File: src/hw/merge_pkg.sv
package merge_pkg;

   localparam int KEY_W = 16;
   localparam int VAL_W = 16;
   localparam int LANES = 4;

   localparam int IN_DEPTH  = 16;
   localparam int OUT_DEPTH = 8;

   // One entry for the block in the network register, one for the block being issued
   localparam int OUT_MARGIN = 2;
   localparam int OUT_FREE_W = $clog2(OUT_DEPTH + 1);

   typedef struct packed {
      logic [KEY_W-1:0] key;
      logic [VAL_W-1:0] val;
   } record_t;

   // Lane 0 holds the lowest key of the block
   typedef record_t [LANES-1:0] block_t;

   typedef enum logic [2:0] {
      PRIME,
      MERGE,
      FLUSH,
      TERM
   } ctrl_state_t;

endpackage
File: src/hw/merge_control.sv
`timescale 1ns/10ps

module merge_control (
   input  logic                               i_clk,
   input  logic                               i_reset,
   input  merge_pkg::block_t                  i_a_head,
   input  logic                               i_a_valid,
   input  merge_pkg::block_t                  i_b_head,
   input  logic                               i_b_valid,
   input  logic [merge_pkg::OUT_FREE_W-1:0]   i_out_free,
   output logic                               o_take_a,
   output logic                               o_take_b,
   output logic                               o_issue,
   output logic                               o_emit_term,
   output merge_pkg::ctrl_state_t             o_state
);

   merge_pkg::ctrl_state_t state_q;
   merge_pkg::ctrl_state_t state_d;

   logic a_term;
   logic b_term;
   logic both_valid;
   logic both_term;
   logic a_first;
   logic space;

   // A zero key in lane 0 marks the terminator block of a run
   assign a_term     = (i_a_head[0].key == '0);
   assign b_term     = (i_b_head[0].key == '0);
   assign both_valid = i_a_valid & i_b_valid;
   assign both_term  = a_term & b_term;

   // A wins ties; a terminated side is never chosen
   assign a_first = b_term | (!a_term && (i_a_head[0].key <= i_b_head[0].key));

   assign space = (i_out_free >= merge_pkg::OUT_FREE_W'(merge_pkg::OUT_MARGIN));

   assign o_state = state_q;

   always_comb begin
      state_d     = state_q;
      o_take_a    = 1'b0;
      o_take_b    = 1'b0;
      o_issue     = 1'b0;
      o_emit_term = 1'b0;

      case (state_q)
         merge_pkg::PRIME: begin
            if (both_valid && space) begin
               if (both_term) begin
                  o_take_a = 1'b1;
                  o_take_b = 1'b1;
                  state_d  = merge_pkg::TERM;
               end else begin
                  o_take_a = a_first;
                  o_take_b = !a_first;
                  state_d  = merge_pkg::MERGE;
               end
            end
         end
         merge_pkg::MERGE: begin
            if (both_valid && space) begin
               if (both_term) begin
                  state_d = merge_pkg::FLUSH;
               end else begin
                  o_take_a = a_first;
                  o_take_b = !a_first;
                  o_issue  = 1'b1;
               end
            end
         end
         merge_pkg::FLUSH: begin
            if (space) begin
               o_take_a = 1'b1;
               o_take_b = 1'b1;
               state_d  = merge_pkg::TERM;
            end
         end
         merge_pkg::TERM: begin
            if (space) begin
               o_emit_term = 1'b1;
               state_d     = merge_pkg::PRIME;
            end
         end
         default: begin
            state_d = merge_pkg::PRIME;
         end
      endcase
   end

   always_ff @(posedge i_clk) begin
      if (i_reset) begin
         state_q <= merge_pkg::PRIME;
      end else begin
         state_q <= state_d;
      end
   end

endmodule

File: config.mk
export PLATFORM = sky130hd
export DESIGN_NAME = merge_control
export DESIGN_NICKNAME = d
export VERILOG_FILES = /design/src/hw/merge_pkg.sv /design/src/hw/merge_control.sv
export SDC_FILE = /design/constraint.sdc
export NUM_CORES = 1
export LEC_CHECK = 0
export BUFFER_PORTS_ARGS = -buffer_cell sky130_fd_sc_hd__buf_2
export CAP_MARGIN = 20
export CORE_AREA = 2 2 106 108
export DETAILED_ROUTE_END_ITERATION = 6
export DIE_AREA = 0 0 108 110
export SYNTH_ARGS = -nofsm -noshare
export SYNTH_HDL_FRONTEND = slang
export SYNTH_SLANG_ARGS = --single-unit
File: constraint.sdc
create_clock -name i_clk -period 1.95 [get_ports i_clk]
set_input_delay 0.0975 -clock i_clk [delete_from_list [all_inputs] [get_ports i_clk]]
set_output_delay 0.0975 -clock i_clk [all_outputs]
set_load 0.02 [all_outputs]
# Yosys cells after proc, flatten, opt, wreduce, memory -nomap -nowiden
# Index checks and enable logic that the tools add are counted.
# op_classes
bitwise_logic	3
eq_ne	8
n_reduce_logical	8
muxes	22
n_lt_le_gt_ge	2
# ops
cell	count
$logic_not A16 Y1	2
$le A16 B16 Y1	1
$mux W3	5
$mux W1	13
$pmux W3 S4	1
$ne A2 B2 Y1 const B	5
$eq A3 B2 Y1 const B	2
$pmux W1 S3	2
$reduce_and A5 Y1	1
$ge A4 B2 Y1 const B	1
$eq A3 B1 Y1 const B	1
$logic_not A3 Y1	1
$and A1 B1 Y1	2
$logic_and A1 B1 Y1	2
$logic_not A1 Y1	2
$mux W2	1
$or A1 B1 Y1	1
# word_totals
output_inout_bits	7
inputBits	264
wordCells	44
register_bits	3

# Longest topological paths before layout
# logic_depth
depth_word	8
depth_mapped	7
mapped_depth_nobuf	7

# Worst setup path before layout
# OpenSTA, ideal clock, no wires.
# synth_timing
kind	flip-flop to output port
start	reg state_q[0], in the netlist o_state[0]
end	out o_take_b
required_ns	1.852
path_stages_with_launch	5
setup_slack_ns	0.351
t_arrival_ns	1.502
n_path_buf	0
path_cell_list	dfxtp_1 -> ha_1 -> o21ai_0 -> a2111o_1 -> o22ai_2
# synth_between
elab_chain_len	2
word_cells_on_any_way	4
classes_between	eq/ne (2); mux (1); reduce/logical (1)
# synth_lines
element	line	source
from (decl)	merge_control.sv:18	merge_pkg::ctrl_state_t state_q;
from (signal assigned)	merge_control.sv:94	state_q <= merge_pkg::PRIME;
from (signal assigned)	merge_control.sv:96	state_q <= state_d;
$eq A3 B2 Y1 (tied with other cells)	merge_control.sv:48	case (state_q)
$pmux W1 S3 *	merge_control.sv:48	
to (decl)	merge_control.sv:12	output logic o_take_b,
# Every way passes the cells marked *; elsewhere a longest branch is shown, timed or not.

# Worst setup path after layout
# layout_timing
start	in i_b_head[28] (netlist name)
end	out o_take_b
# layout_between
elab_chain_len	7
word_cells_on_any_way	11
classes_between	order compare (1); mux (5); bitwise (2); reduce/logical (3)
# layout_lines
element	line	source
from (decl)	merge_control.sv:8	input merge_pkg::block_t i_b_head,
$le A16 B16 Y1	merge_control.sv:35	assign a_first = b_term | (!a_term && (i_a_head[0].key <= i_b_head[0].key));
$logic_and A1 B1 Y1	merge_control.sv:35	
$or A1 B1 Y1	merge_control.sv:35	
$logic_not A1 Y1	merge_control.sv:57, merge_control.sv:68	
$mux W1 (on tied branches)	merge_control.sv:64, merge_control.sv:51	
$mux W1 (on tied branches)	merge_control.sv:63, merge_control.sv:50	
$pmux W1 S3 *	merge_control.sv:48	
# Marks and branches as above.

==> impl_results.md <==
- Number of flip-flops in the largest register: 2
- DP Worst Slack: -0.0969 ns
- Row cnt: 38
- Initial Util: just over 8%
- Crit path buf inv count: 3
- Vias in the first global route: 1056
- Yosys reg bits: 2
- PortBufs: between 40 and 50
- Setup violations, final: 0
- Startpoint types: input pin
- Worst Path Max Fanout: 4
- Clk root buf: clkbuf_8
- Clock Path Buffers: 2
- Type of the most critical hold path: in2reg
- Post-synth EDFFs: 0
- Post-synthesis sequential area ratio: around 4.6%
- Final Max Tran Viols: 0
- Register Area: about 40 µm²
- Compound-gate portion of the synthesized area: 26.2%
- DRC: 0
- Slowest stage cell on the critical path: or4_4
- RSZ-0062 raised after global routing: true
- Crit path required time: about 1.9 ns
- Clock transition at path regs: around 0.03 ns
- Fin crit period: about 1.9 ns
- Iteration-0 DRC Markers: 25
- VDD IR max: ~310 µV
- TritonCTS clock tree: yes
- Top-level I/O count: 271
- Ant. Diodes: 0
- DP Area: about 1400 µm²
- Fin Hold WS: about 0.12 ns
- Quantity of hold-fixing buffers added after cts: 0
- Cells after synthesis: 102
- Synth Area in XOR/XNOR: 0%
- Final Skew: roughly 0.0010 ns
- WL/cell: around 11 µm
- Detail Route Antenna Nets: 0
- Mapped cell area: about 880 µm²
- Nets: 458
- Slowest stage delay, CP: 0.57 ns
- Synth unique cells: 39
- Worst Setup Path Type: in2out
- Simple-Gate Fraction of Synth Area: around 30%
- Post-Route WL: 3.49 mm
- Via density: ~3.3
- Family with the most delay on the worst path: simple AND/OR/NAND/NOR gates
- Main combinational cell family by area after synthesis: adder cells
- Pwr/cell area: 453 nW/µm²
- Clk sinks: 2
- CP Cell Sequence: buf_2, inv_1, ha_4, nand4_4, or4_4, a21boi_4, a2111o_1, o22ai_2, buf_4
- Leakage: approximately 0.00074 µW
- Max-Cap Viols: 0
- CP arrival: ~1.8 ns
- Sum Neg Setup Slack: 0 ns
- Gr usage total: 5.52%
- Dominant cell type by area after synthesis: ha_1
- H-tree depth: 1
- GRT overflow: 0
- Post-synthesis adder-cell area fraction: between 20 and 30%
- Filler cell count: ~1200
- CP endpoint kind: primary output
- Clock latency on the worst-skew pair: 0.21 ns
- Worst Slack Setup Final: 0.0837 ns
- CTS Buf Count: 3
- Crit path from: i_b_head[28]
- Critical R2R Launch: o_state[0]$_SDFFE_PP0P_
- Synth top area share: 29.9%
- Via count: a little over 1000
- Main synth FF type: dfxtp_1
- Area grow syn2layout: 84.2%
- Final worst path period share: a little over nine tenths
- YS warnings: 0
- GP Congestion: 0.744
- Post-route cell area: ~1600 µm²
- First-pass GRT wire length: ~5.0 mm
- Net Count, Synth: 387
- Mean Syn Cell Area: between 8 and 9 µm²
- Status: finished clean
- Fraction of layout instances using a drive strength above 1: 56.1%
- Post-synthesis mux area share: 0%
- Achievable frequency: 536 MHz
- Die Width: 108 µm
- Die area: about 12000 µm²
- Core footprint: approximately 11000 µm²
- Initial antenna violation count: 0
- Final hold viol count: 0
- Ranking of synthesized cells by area: ha_1 (30%), inv_1 (8.5%), nor4_2 (8.5%)
- DP Wirelength: between 3 and 4 mm
- Area occupied by multi-input gates: 885 µm²
- First-pass detailed-route iteration total: 4
- Post-synth ARST share: 0%
- Maximum number of pins on one net before global-route repair: 6
- DIE HEIGHT: 110 µm
- Hold path startpoint: i_reset
-- kinds of logic after synthesis --
family                     after synthesis
adders and majority gates               21
DFF                                      2
other                                    1
buffers and inverters                   21
AOI/OAI and AO/OA                       28
and+or+nand+nor                         29
-- synthesized netlist by cell type, types with 2 or more instances --
cell type   n
ha_1       21
inv_1      20
a21oi_1     7
nor4_2      6
nand4_1     3
nand4_2     3
o21ai_0     3
dfxtp_1     2
nand2b_1    2
nor2_1      2
nor2b_1     2
nor3_1      2
nor4_4      2
o211ai_1    2
-- repair_timing --
| action | 4_1_cts | 5_1_grt |
|---|---|---|
| gates cloned | 0 | 0 |
| pin swaps | 0 | 6 |
| setup buffers | 0 | 3 |
| gates resized for setup | 2 | 19 |
| endpoints found under the setup margin | 2 | 2 |
-- per-stage QoR --
stage	instances	utilization, %	total power (µW)
6_report	311	15.1	733
5_1_grt	311	15.1	798
4_1_cts	308	13.7	697
3_5_place_dp	305	13.2	525
3_3_place_gp	305	13.2	503
2_1_floorplan	102	-	345
-- worst register-to-register path: stages (launching register included) --
cell,delay [ns]
dfxtp_1,0.41
inv_1,0.11
ha_1,0.24
o21ai_0,0.42
o211ai_1,0.19
o31ai_2,0.21
-- metal layers --
metal | vias up | GRT usage [%] | share of wire (%)
met1 | 468 | 6.59 | 45
met5 | - | 0 | 0
met3 | 0 | 2.65 | 11
met2 | 33 | 8.98 | 44
li1 | 529 | - | -
met4 | 0 | 1.28 | 0
-- layout make-up --
cell class              count  share of cell area (%)
repair buffers             67                    24.8
clock buffers               3                    2.55
well taps                 140                    10.8
inverters                  20                    4.64
multi-input cells          79                    54.7
flip-flops and latches      2                    2.47
-- path summary, 6_finish.rpt --
| check | endpoint | slack, ns | cells past startpoint |
|---|---|---|---|
| setup reg to reg | o_state[1]$_SDFFE_PP0P_ | 0.27 | 5 |
| setup / recovery | o_take_b | 0.08 | 9 |
| hold reg to reg | o_state[1]$_SDFFE_PP0P_ | 0.71 | 3 |
| hold / removal | o_state[1]$_SDFFE_PP0P_ | 0.12 | 2 |
-- placed cells by master, fill, tap and decap left out, types with 3 or more instances in the layout --
cell type   n
o21ai_0     3
ha_1       15
buf_2      42
clkbuf_8    3
ha_4        5
inv_1      20
nor4_4      4
nor4_2      5
buf_4      24
a21oi_1     7
nand4_1     3
-- power breakdown --
group / internal [µW] / switching [µW]
registers: 55.6 / 21.3
logic: 233 / 262
clock network: 130 / 30.7
No activity file was read; power rests on OpenSTA's default activity.
