===== src/hw/merge_pkg.sv =====
package merge_pkg;

   localparam int KEY_W = 16;
   localparam int VAL_W = 16;
   localparam int LANES = 4;

   localparam int IN_DEPTH  = 16;
   localparam int OUT_DEPTH = 8;

   // One entry for the block in the network register, one for the block being issued
   localparam int OUT_MARGIN = 2;
   localparam int OUT_FREE_W = $clog2(OUT_DEPTH + 1);

   typedef struct packed {
      logic [KEY_W-1:0] key;
      logic [VAL_W-1:0] val;
   } record_t;

   // Lane 0 holds the lowest key of the block
   typedef record_t [LANES-1:0] block_t;

   typedef enum logic [2:0] {
      PRIME,
      MERGE,
      FLUSH,
      TERM
   } ctrl_state_t;

endpackage

===== src/hw/bitonic_merge_8.sv =====
`timescale 1ns/10ps

module bitonic_merge_8 (
   input  logic              i_clk,
   input  logic              i_reset,
   input  logic              i_valid,
   input  merge_pkg::block_t i_lo,
   input  merge_pkg::block_t i_hi,
   output logic              o_valid,
   output merge_pkg::block_t o_lo,
   output merge_pkg::block_t o_hi
);

   merge_pkg::record_t [7:0] s0;
   merge_pkg::record_t [7:0] s1;
   merge_pkg::record_t [7:0] s2;
   merge_pkg::record_t [7:0] s3;

   // Equal keys keep the first argument on the low side
   function automatic merge_pkg::record_t min_rec(merge_pkg::record_t x,
                                                  merge_pkg::record_t y);
      return (x.key <= y.key) ? x : y;
   endfunction

   function automatic merge_pkg::record_t max_rec(merge_pkg::record_t x,
                                                  merge_pkg::record_t y);
      return (x.key <= y.key) ? y : x;
   endfunction

   always_comb begin
      // Ascending low block followed by reversed high block forms a bitonic sequence
      for (int i = 0; i < 4; i++) begin
         s0[i]     = i_lo[i];
         s0[i + 4] = i_hi[3 - i];
      end

      // Half cleaner at distance 4
      for (int i = 0; i < 4; i++) begin
         s1[i]     = min_rec(s0[i], s0[i + 4]);
         s1[i + 4] = max_rec(s0[i], s0[i + 4]);
      end

      // Distance 2 within each half
      for (int j = 0; j < 4; j++) begin
         s2[(j / 2) * 4 + (j % 2)]     = min_rec(s1[(j / 2) * 4 + (j % 2)],
                                                 s1[(j / 2) * 4 + (j % 2) + 2]);
         s2[(j / 2) * 4 + (j % 2) + 2] = max_rec(s1[(j / 2) * 4 + (j % 2)],
                                                 s1[(j / 2) * 4 + (j % 2) + 2]);
      end

      // Distance 1 finishes the sort
      for (int j = 0; j < 4; j++) begin
         s3[2 * j]     = min_rec(s2[2 * j], s2[2 * j + 1]);
         s3[2 * j + 1] = max_rec(s2[2 * j], s2[2 * j + 1]);
      end
   end

   always_ff @(posedge i_clk) begin
      if (i_reset) begin
         o_valid <= 1'b0;
      end else begin
         o_valid <= i_valid;
      end
   end

   always_ff @(posedge i_clk) begin
      if (i_valid) begin
         o_lo <= s3[3:0];
         o_hi <= s3[7:4];
      end
   end

endmodule


===== config.mk =====
export PLATFORM = sky130hd
export DESIGN_NAME = bitonic_merge_8
export DESIGN_NICKNAME = d
export VERILOG_FILES = /design/src/hw/merge_pkg.sv /design/src/hw/bitonic_merge_8.sv
export SDC_FILE = /design/constraint.sdc
export NUM_CORES = 1
export LEC_CHECK = 0
export ABC_AREA = 0
export BUFFER_PORTS_ARGS = -buffer_cell sky130_fd_sc_hd__buf_2
export CORE_ASPECT_RATIO = 0.5
export CORE_MARGIN = 2
export CORE_UTILIZATION = 61
export CTS_BUF_LIST = sky130_fd_sc_hd__clkbuf_4 sky130_fd_sc_hd__clkbuf_8
export CTS_CLUSTER_DIAMETER = 200
export DETAILED_ROUTE_END_ITERATION = 10
export PLACE_DENSITY = 0.9
export SLEW_MARGIN = 30
export SYNTH_ARGS = -nofsm -noshare
export SYNTH_HDL_FRONTEND = slang
export SYNTH_SLANG_ARGS = --single-unit

===== constraint.sdc =====
create_clock -name i_clk -period 20.4 [get_ports i_clk]
set_clock_uncertainty 0.15 [all_clocks]
set_input_delay 4.08 -clock i_clk [delete_from_list [all_inputs] [get_ports i_clk]]
set_output_delay 4.08 -clock i_clk [all_outputs]
set_load 0.02 [all_outputs]

Word-level counts from Yosys, hierarchy flattened

Index checks and enable logic that the tools add are counted.

Add/sub/neg operators: 0
$lt $le $gt $ge: 12
Multiplexer cells: 24
Div/mod/pow operators: 0
Shifts and indexed selects: 0
Reduce and logical (&&, ||, !) cells: 0
Bitwise operators: 0
$mul: 0
Eq/ne operators: 0

Operators by type and width:

| cell                            | count |
|---|---|
| two-way mux 32 bit              | 24 |
| less-or-equal comparator 16 bit | 12 |

Bits in latches: 0
Memory bits (writable): 0
Memories: 0
Logic and storage cells: 53
Bits in registers: 257
Bits of input ports: 259
Memory bits (read-only): 0

Longest topological paths before layout

Depth after elaboration: 6
Depth in mapped cells: 36

Worst setup path before layout

OpenSTA, ideal clock, no wires.

Path kind: input to register
From: input i_hi[113] in the netlist's numbering
To: register o_lo[55] in the netlist's numbering, data pin
Cell stages on the path: 36
Data arrival time: 10.497 ns
Setup time: 0.262 ns
Slack: 9.491 ns
Cell sequence: inv_1 > ha_1 > nor2b_1 > o21a_1 > o21a_1 > o21ai_1 > a21oi_1 > o22ai_1 > buf_1 > buf_2 > mux2i_1 > inv_1 > ha_1 > nor2b_1 > o21ai_0 > nand2b_1 > a21oi_1 > o21ai_1 > a311o_1 > o211ai_1 > buf_1 > buf_1 > mux2_2 > inv_1 > ha_1 > nor2b_1 > o21ai_0 > nand2b_1 > a21oi_1 > o21ai_0 > nand3_1 > a21oi_1 > o32a_1 > buf_1 > clkbuf_1 > mux2_1

RTL lines:

| item                   | RTL line              | RTL |
|---|---|---|
| start: declaration     | bitonic_merge_8.sv:8  | `input merge_pkg::block_t i_hi,` |
| end signal: assignment | bitonic_merge_8.sv:68 | `o_lo <= s3[3:0];` |
| end: declaration       | bitonic_merge_8.sv:10 | `output merge_pkg::block_t o_lo,` |

==> summary.md <==
| Metric | Value |
|---|---|
| Worst-path fanout max | 64 |
| Crit path required time | 20600 ps |
| Final Setup Violations | 0 |
| Crit path largest cell delay | 760 ps |
| CTS sink cnt | 257 |
| Total gr overflow | 0 |
| Largest net degree at the start of global routing | 114 |
| Fill cells | 2470 |
| Worst Setup SP | i_hi[113] |
| Final GP Congestion | 1.03 |
| DP Cell Count | 2741 |
| Top-count cell post-synth | mux2i_1 |
| Fraction of layout cells with a size suffix above 1 | 0.358 |
| CTS resizes | 0 |
| Ports | 516 |
| Nets | 2759 |
| CTS Buffer Depth | 3 |
| Slew @ Worst Pin | 976 ps |
| GR Util All Layers | 0.359 |
| Max cap viols | 0 |
| Post-synth EDFFs | 256 |
| Adder-cell share of the synthesized area | 0.112 |
| Via count | 17100 |
| DR iter-0 viols | 1306 |
| Final WS setup | 7530 ps |
| Ys Warns | 0 |
| Leakage power | 12.6 nW |
| Syn avg cell area | 11.6 um^2 |
| Port buffer count | 515 |
| Total Neg Setup Slack | 0 ps |
| CTS root buffer | clkbuf_8 |
| Switching Fraction | 0.422 |
| CTS tree | built |
| Crit Path Class | input port to flip-flop |
| Ys async rst share | 0 |
| Vias in the first global route | 16800 |
| Global-route wire length before repair | 97100 um |
| Pins Over Slew Limit | 0 |
| Buf+Inv Stages, Crit Path | 7 |
| RSZ-0062 raised after global routing | no |
| Hold Path Class | input port to flip-flop |
| # DRC | 0 |
| Delay-heaviest family, CP | compound AO/OA/AOI/OAI gates |
| Post-CTS setup buffers | 0 |
| Flop pwr share | 0.288 |
| Synth area leader | edfxtp_1 |
| Syn Inst Count | 1820 |
| Post-Layout Cell Count | 2823 |
| Final WL | 67700 um |
| Hold Buf Count CTS | 0 |
| Drt via density | 6.04 |
| Mapped cell area | 21100 um^2 |
| Drt wl/cell | 24.0 um |
| Slew HR | 0.347 |
| Critical path endpoint | o_hi[4]$_DFFE_PP_ |
| Pwr dens | 132 nW/um^2 |
| Layout Area Growth over Synthesis | 18.1% |
| Data arrival, critical path | 13070 ps |
| Clock Power Share | 0.138 |
| Final ANT Viol Nets | 0 |
| Minimum clock period | 12870 ps |
| Smallest hold slack | 3480 ps |
| DR pass1 iterations | 5 |
| Sequential area share after synthesis | 0.365 |
| Status | completed |
| CP Depth | 34 |
| Row cnt | 48 |
| Power Total | 3.29 mW |
| Post-synthesis mux area share | 0.365 |
| Detail Placement HPWL | 53900 um |
| Worst slack, placed | 6960 ps |
| Main synth FF type | edfxtp_1 |
| Largest family of logic cells by synthesized area | multiplexers |
| CP max-delay cell | a2bb2oi_4 |
| Synthesis-stage register bit count | 257 |
| Crit share post-route | 0.631 |
| Antenna violations before repair | 15 |
| Synth Area in Compound Gates | 0.0644 |
| Final Hold Fails | 0 |
| Cell variety after synth | 56 |
| Internal power | 1.90 mW |
| Clock transition at path regs | 60 ps |
| Worst setup SP type | input port |
| Syn_nets | 2269 |
| Max VDD drop | 112 uV |
| CORE AREA | 34300 um^2 |
| Num CTS Buffers | 40 |
| Power share of the combinational group | 0.574 |
| Top cells by count, synth | mux2i_1 (469), edfxtp_1 (256), mux2_2 (207) |
| Die X | 267 um |
| Synth Area in Simple Gates | 0.0368 |
| Top-area cell type share of the netlist area | 0.364 |
| Htree depth | 2 |
| Crit end category | flip-flop |
| Fmax | 77.7 MHz |
| Die footprint | 36200 um^2 |
| DIE HEIGHT | 136 um |
| Multi-input gate area | 12300 um^2 |
| Starting density of the core | 0.616 |
| Sw Pwr | 1.39 mW |
| Sequential cell area | 7710 um^2 |
| Synth Area in XOR/XNOR | 0.000414 |
| Top cells by area, synth | edfxtp_1 (36%), mux2i_1 (22%), ha_1 (11%) |
stage by stage:
| step | utilization | instance area [um^2] |
|---|---|---|
| floorplan | - | 21100 |
| global placement | 0.702 | 24100 |
| detailed placement | 0.703 | 24100 |
| CTS | 0.726 | 24900 |
| global route | 0.728 | 25000 |
| finish | 0.728 | 25000 |
cells in the final DEF (no fill, tap or decap), types with 3 or more instances in the layout:
master    instances
a21oi_1          69
mux2_4           12
buf_2           514
and4_1            6
a21o_1           53
mux2i_2           7
nor3_1            3
and2_1            3
diode_2          10
inv_1           194
o21ai_1          13
buf_6             3
ha_1            190
a211oi_1          4
edfxtp_1        256
nand2b_1          5
nor2_1           32
clkbuf_4          9
nor2b_1          11
o211ai_1          8
buf_4            14
clkinv_1          8
nand2_1          33
o21a_1           11
mux2_2          207
nor4_1            5
o21ai_0          28
clkbuf_8         41
clkinv_2          6
mux2_1           36
nand4_1          40
mux2i_1         469
or3_1             3
nand3_1           4
layer usage:
metal / wire length (um) / share of wire / GRT usage / vias to the layer above
li1: - / - / - / 7811
met1: 25600 / 0.38 / 0.418 / 8310
met2: 33900 / 0.50 / 0.646 / 737
met3: 5110 / 0.076 / 0.0754 / 193
met4: 2940 / 0.044 / 0.154 / 10
met5: 67 / 0.00099 / 0 / -
how the worst min path moves through the flow:
stage / startpoint / to / slack, ps / cells after the start
4_1_cts: i_reset / o_valid$_SDFF_PP0_ / 3460 / 2
6_report: i_reset / o_valid$_SDFF_PP0_ / 3480 / 2
2_1_floorplan: i_reset / o_valid$_SDFF_PP0_ / 4000 / 1
5_1_grt: i_reset / o_valid$_SDFF_PP0_ / 3470 / 2
3_5_place_dp: i_reset / o_valid$_SDFF_PP0_ / 4090 / 2
3_3_place_gp: i_reset / o_valid$_SDFF_PP0_ / 4090 / 2
flip-flops by register name (all words and copies together) (netlist names):
name / flops
o_hi: 128
o_lo: 128
o_valid: 1
power by group through the flow:
| stage | Combinational (mW) | Clock, mW | Sequential (mW) |
|---|---|---|---|
| final | 1.89 | 0.455 | 0.948 |
| after detailed placement | 1.84 | 0 | 0.956 |
| after global routing | 1.99 | 0.480 | 0.962 |
| after CTS | 1.85 | 0.458 | 0.950 |
| after floorplan | 1.06 | 0 | 1.21 |
| after global placement | 1.79 | 0 | 0.960 |
area by class of cell:
class,count,area share
clock buffers,50,0.0253
multi-input cells,1283,0.494
well taps,475,0.0238
clock inverters,20,0.00652
flip-flops and latches,257,0.309
diodes,10,0.00100
inverters,194,0.0292
repair buffers,534,0.111
cells by family (layout without fill, tap and decap cells):
kind of cell / Yosys count / after routing
AO/OA/AOI/OAI: 212 / 212
buffers and inverters: 280 / 798
other: 0 / 10
XOR/XNOR: 1 / 1
AND/OR/NAND/NOR: 149 / 149
multiplexers: 731 / 731
flip-flops: 257 / 257
adder cells (fa/ha/maj): 190 / 190
(Power assumes the default switching activity.)
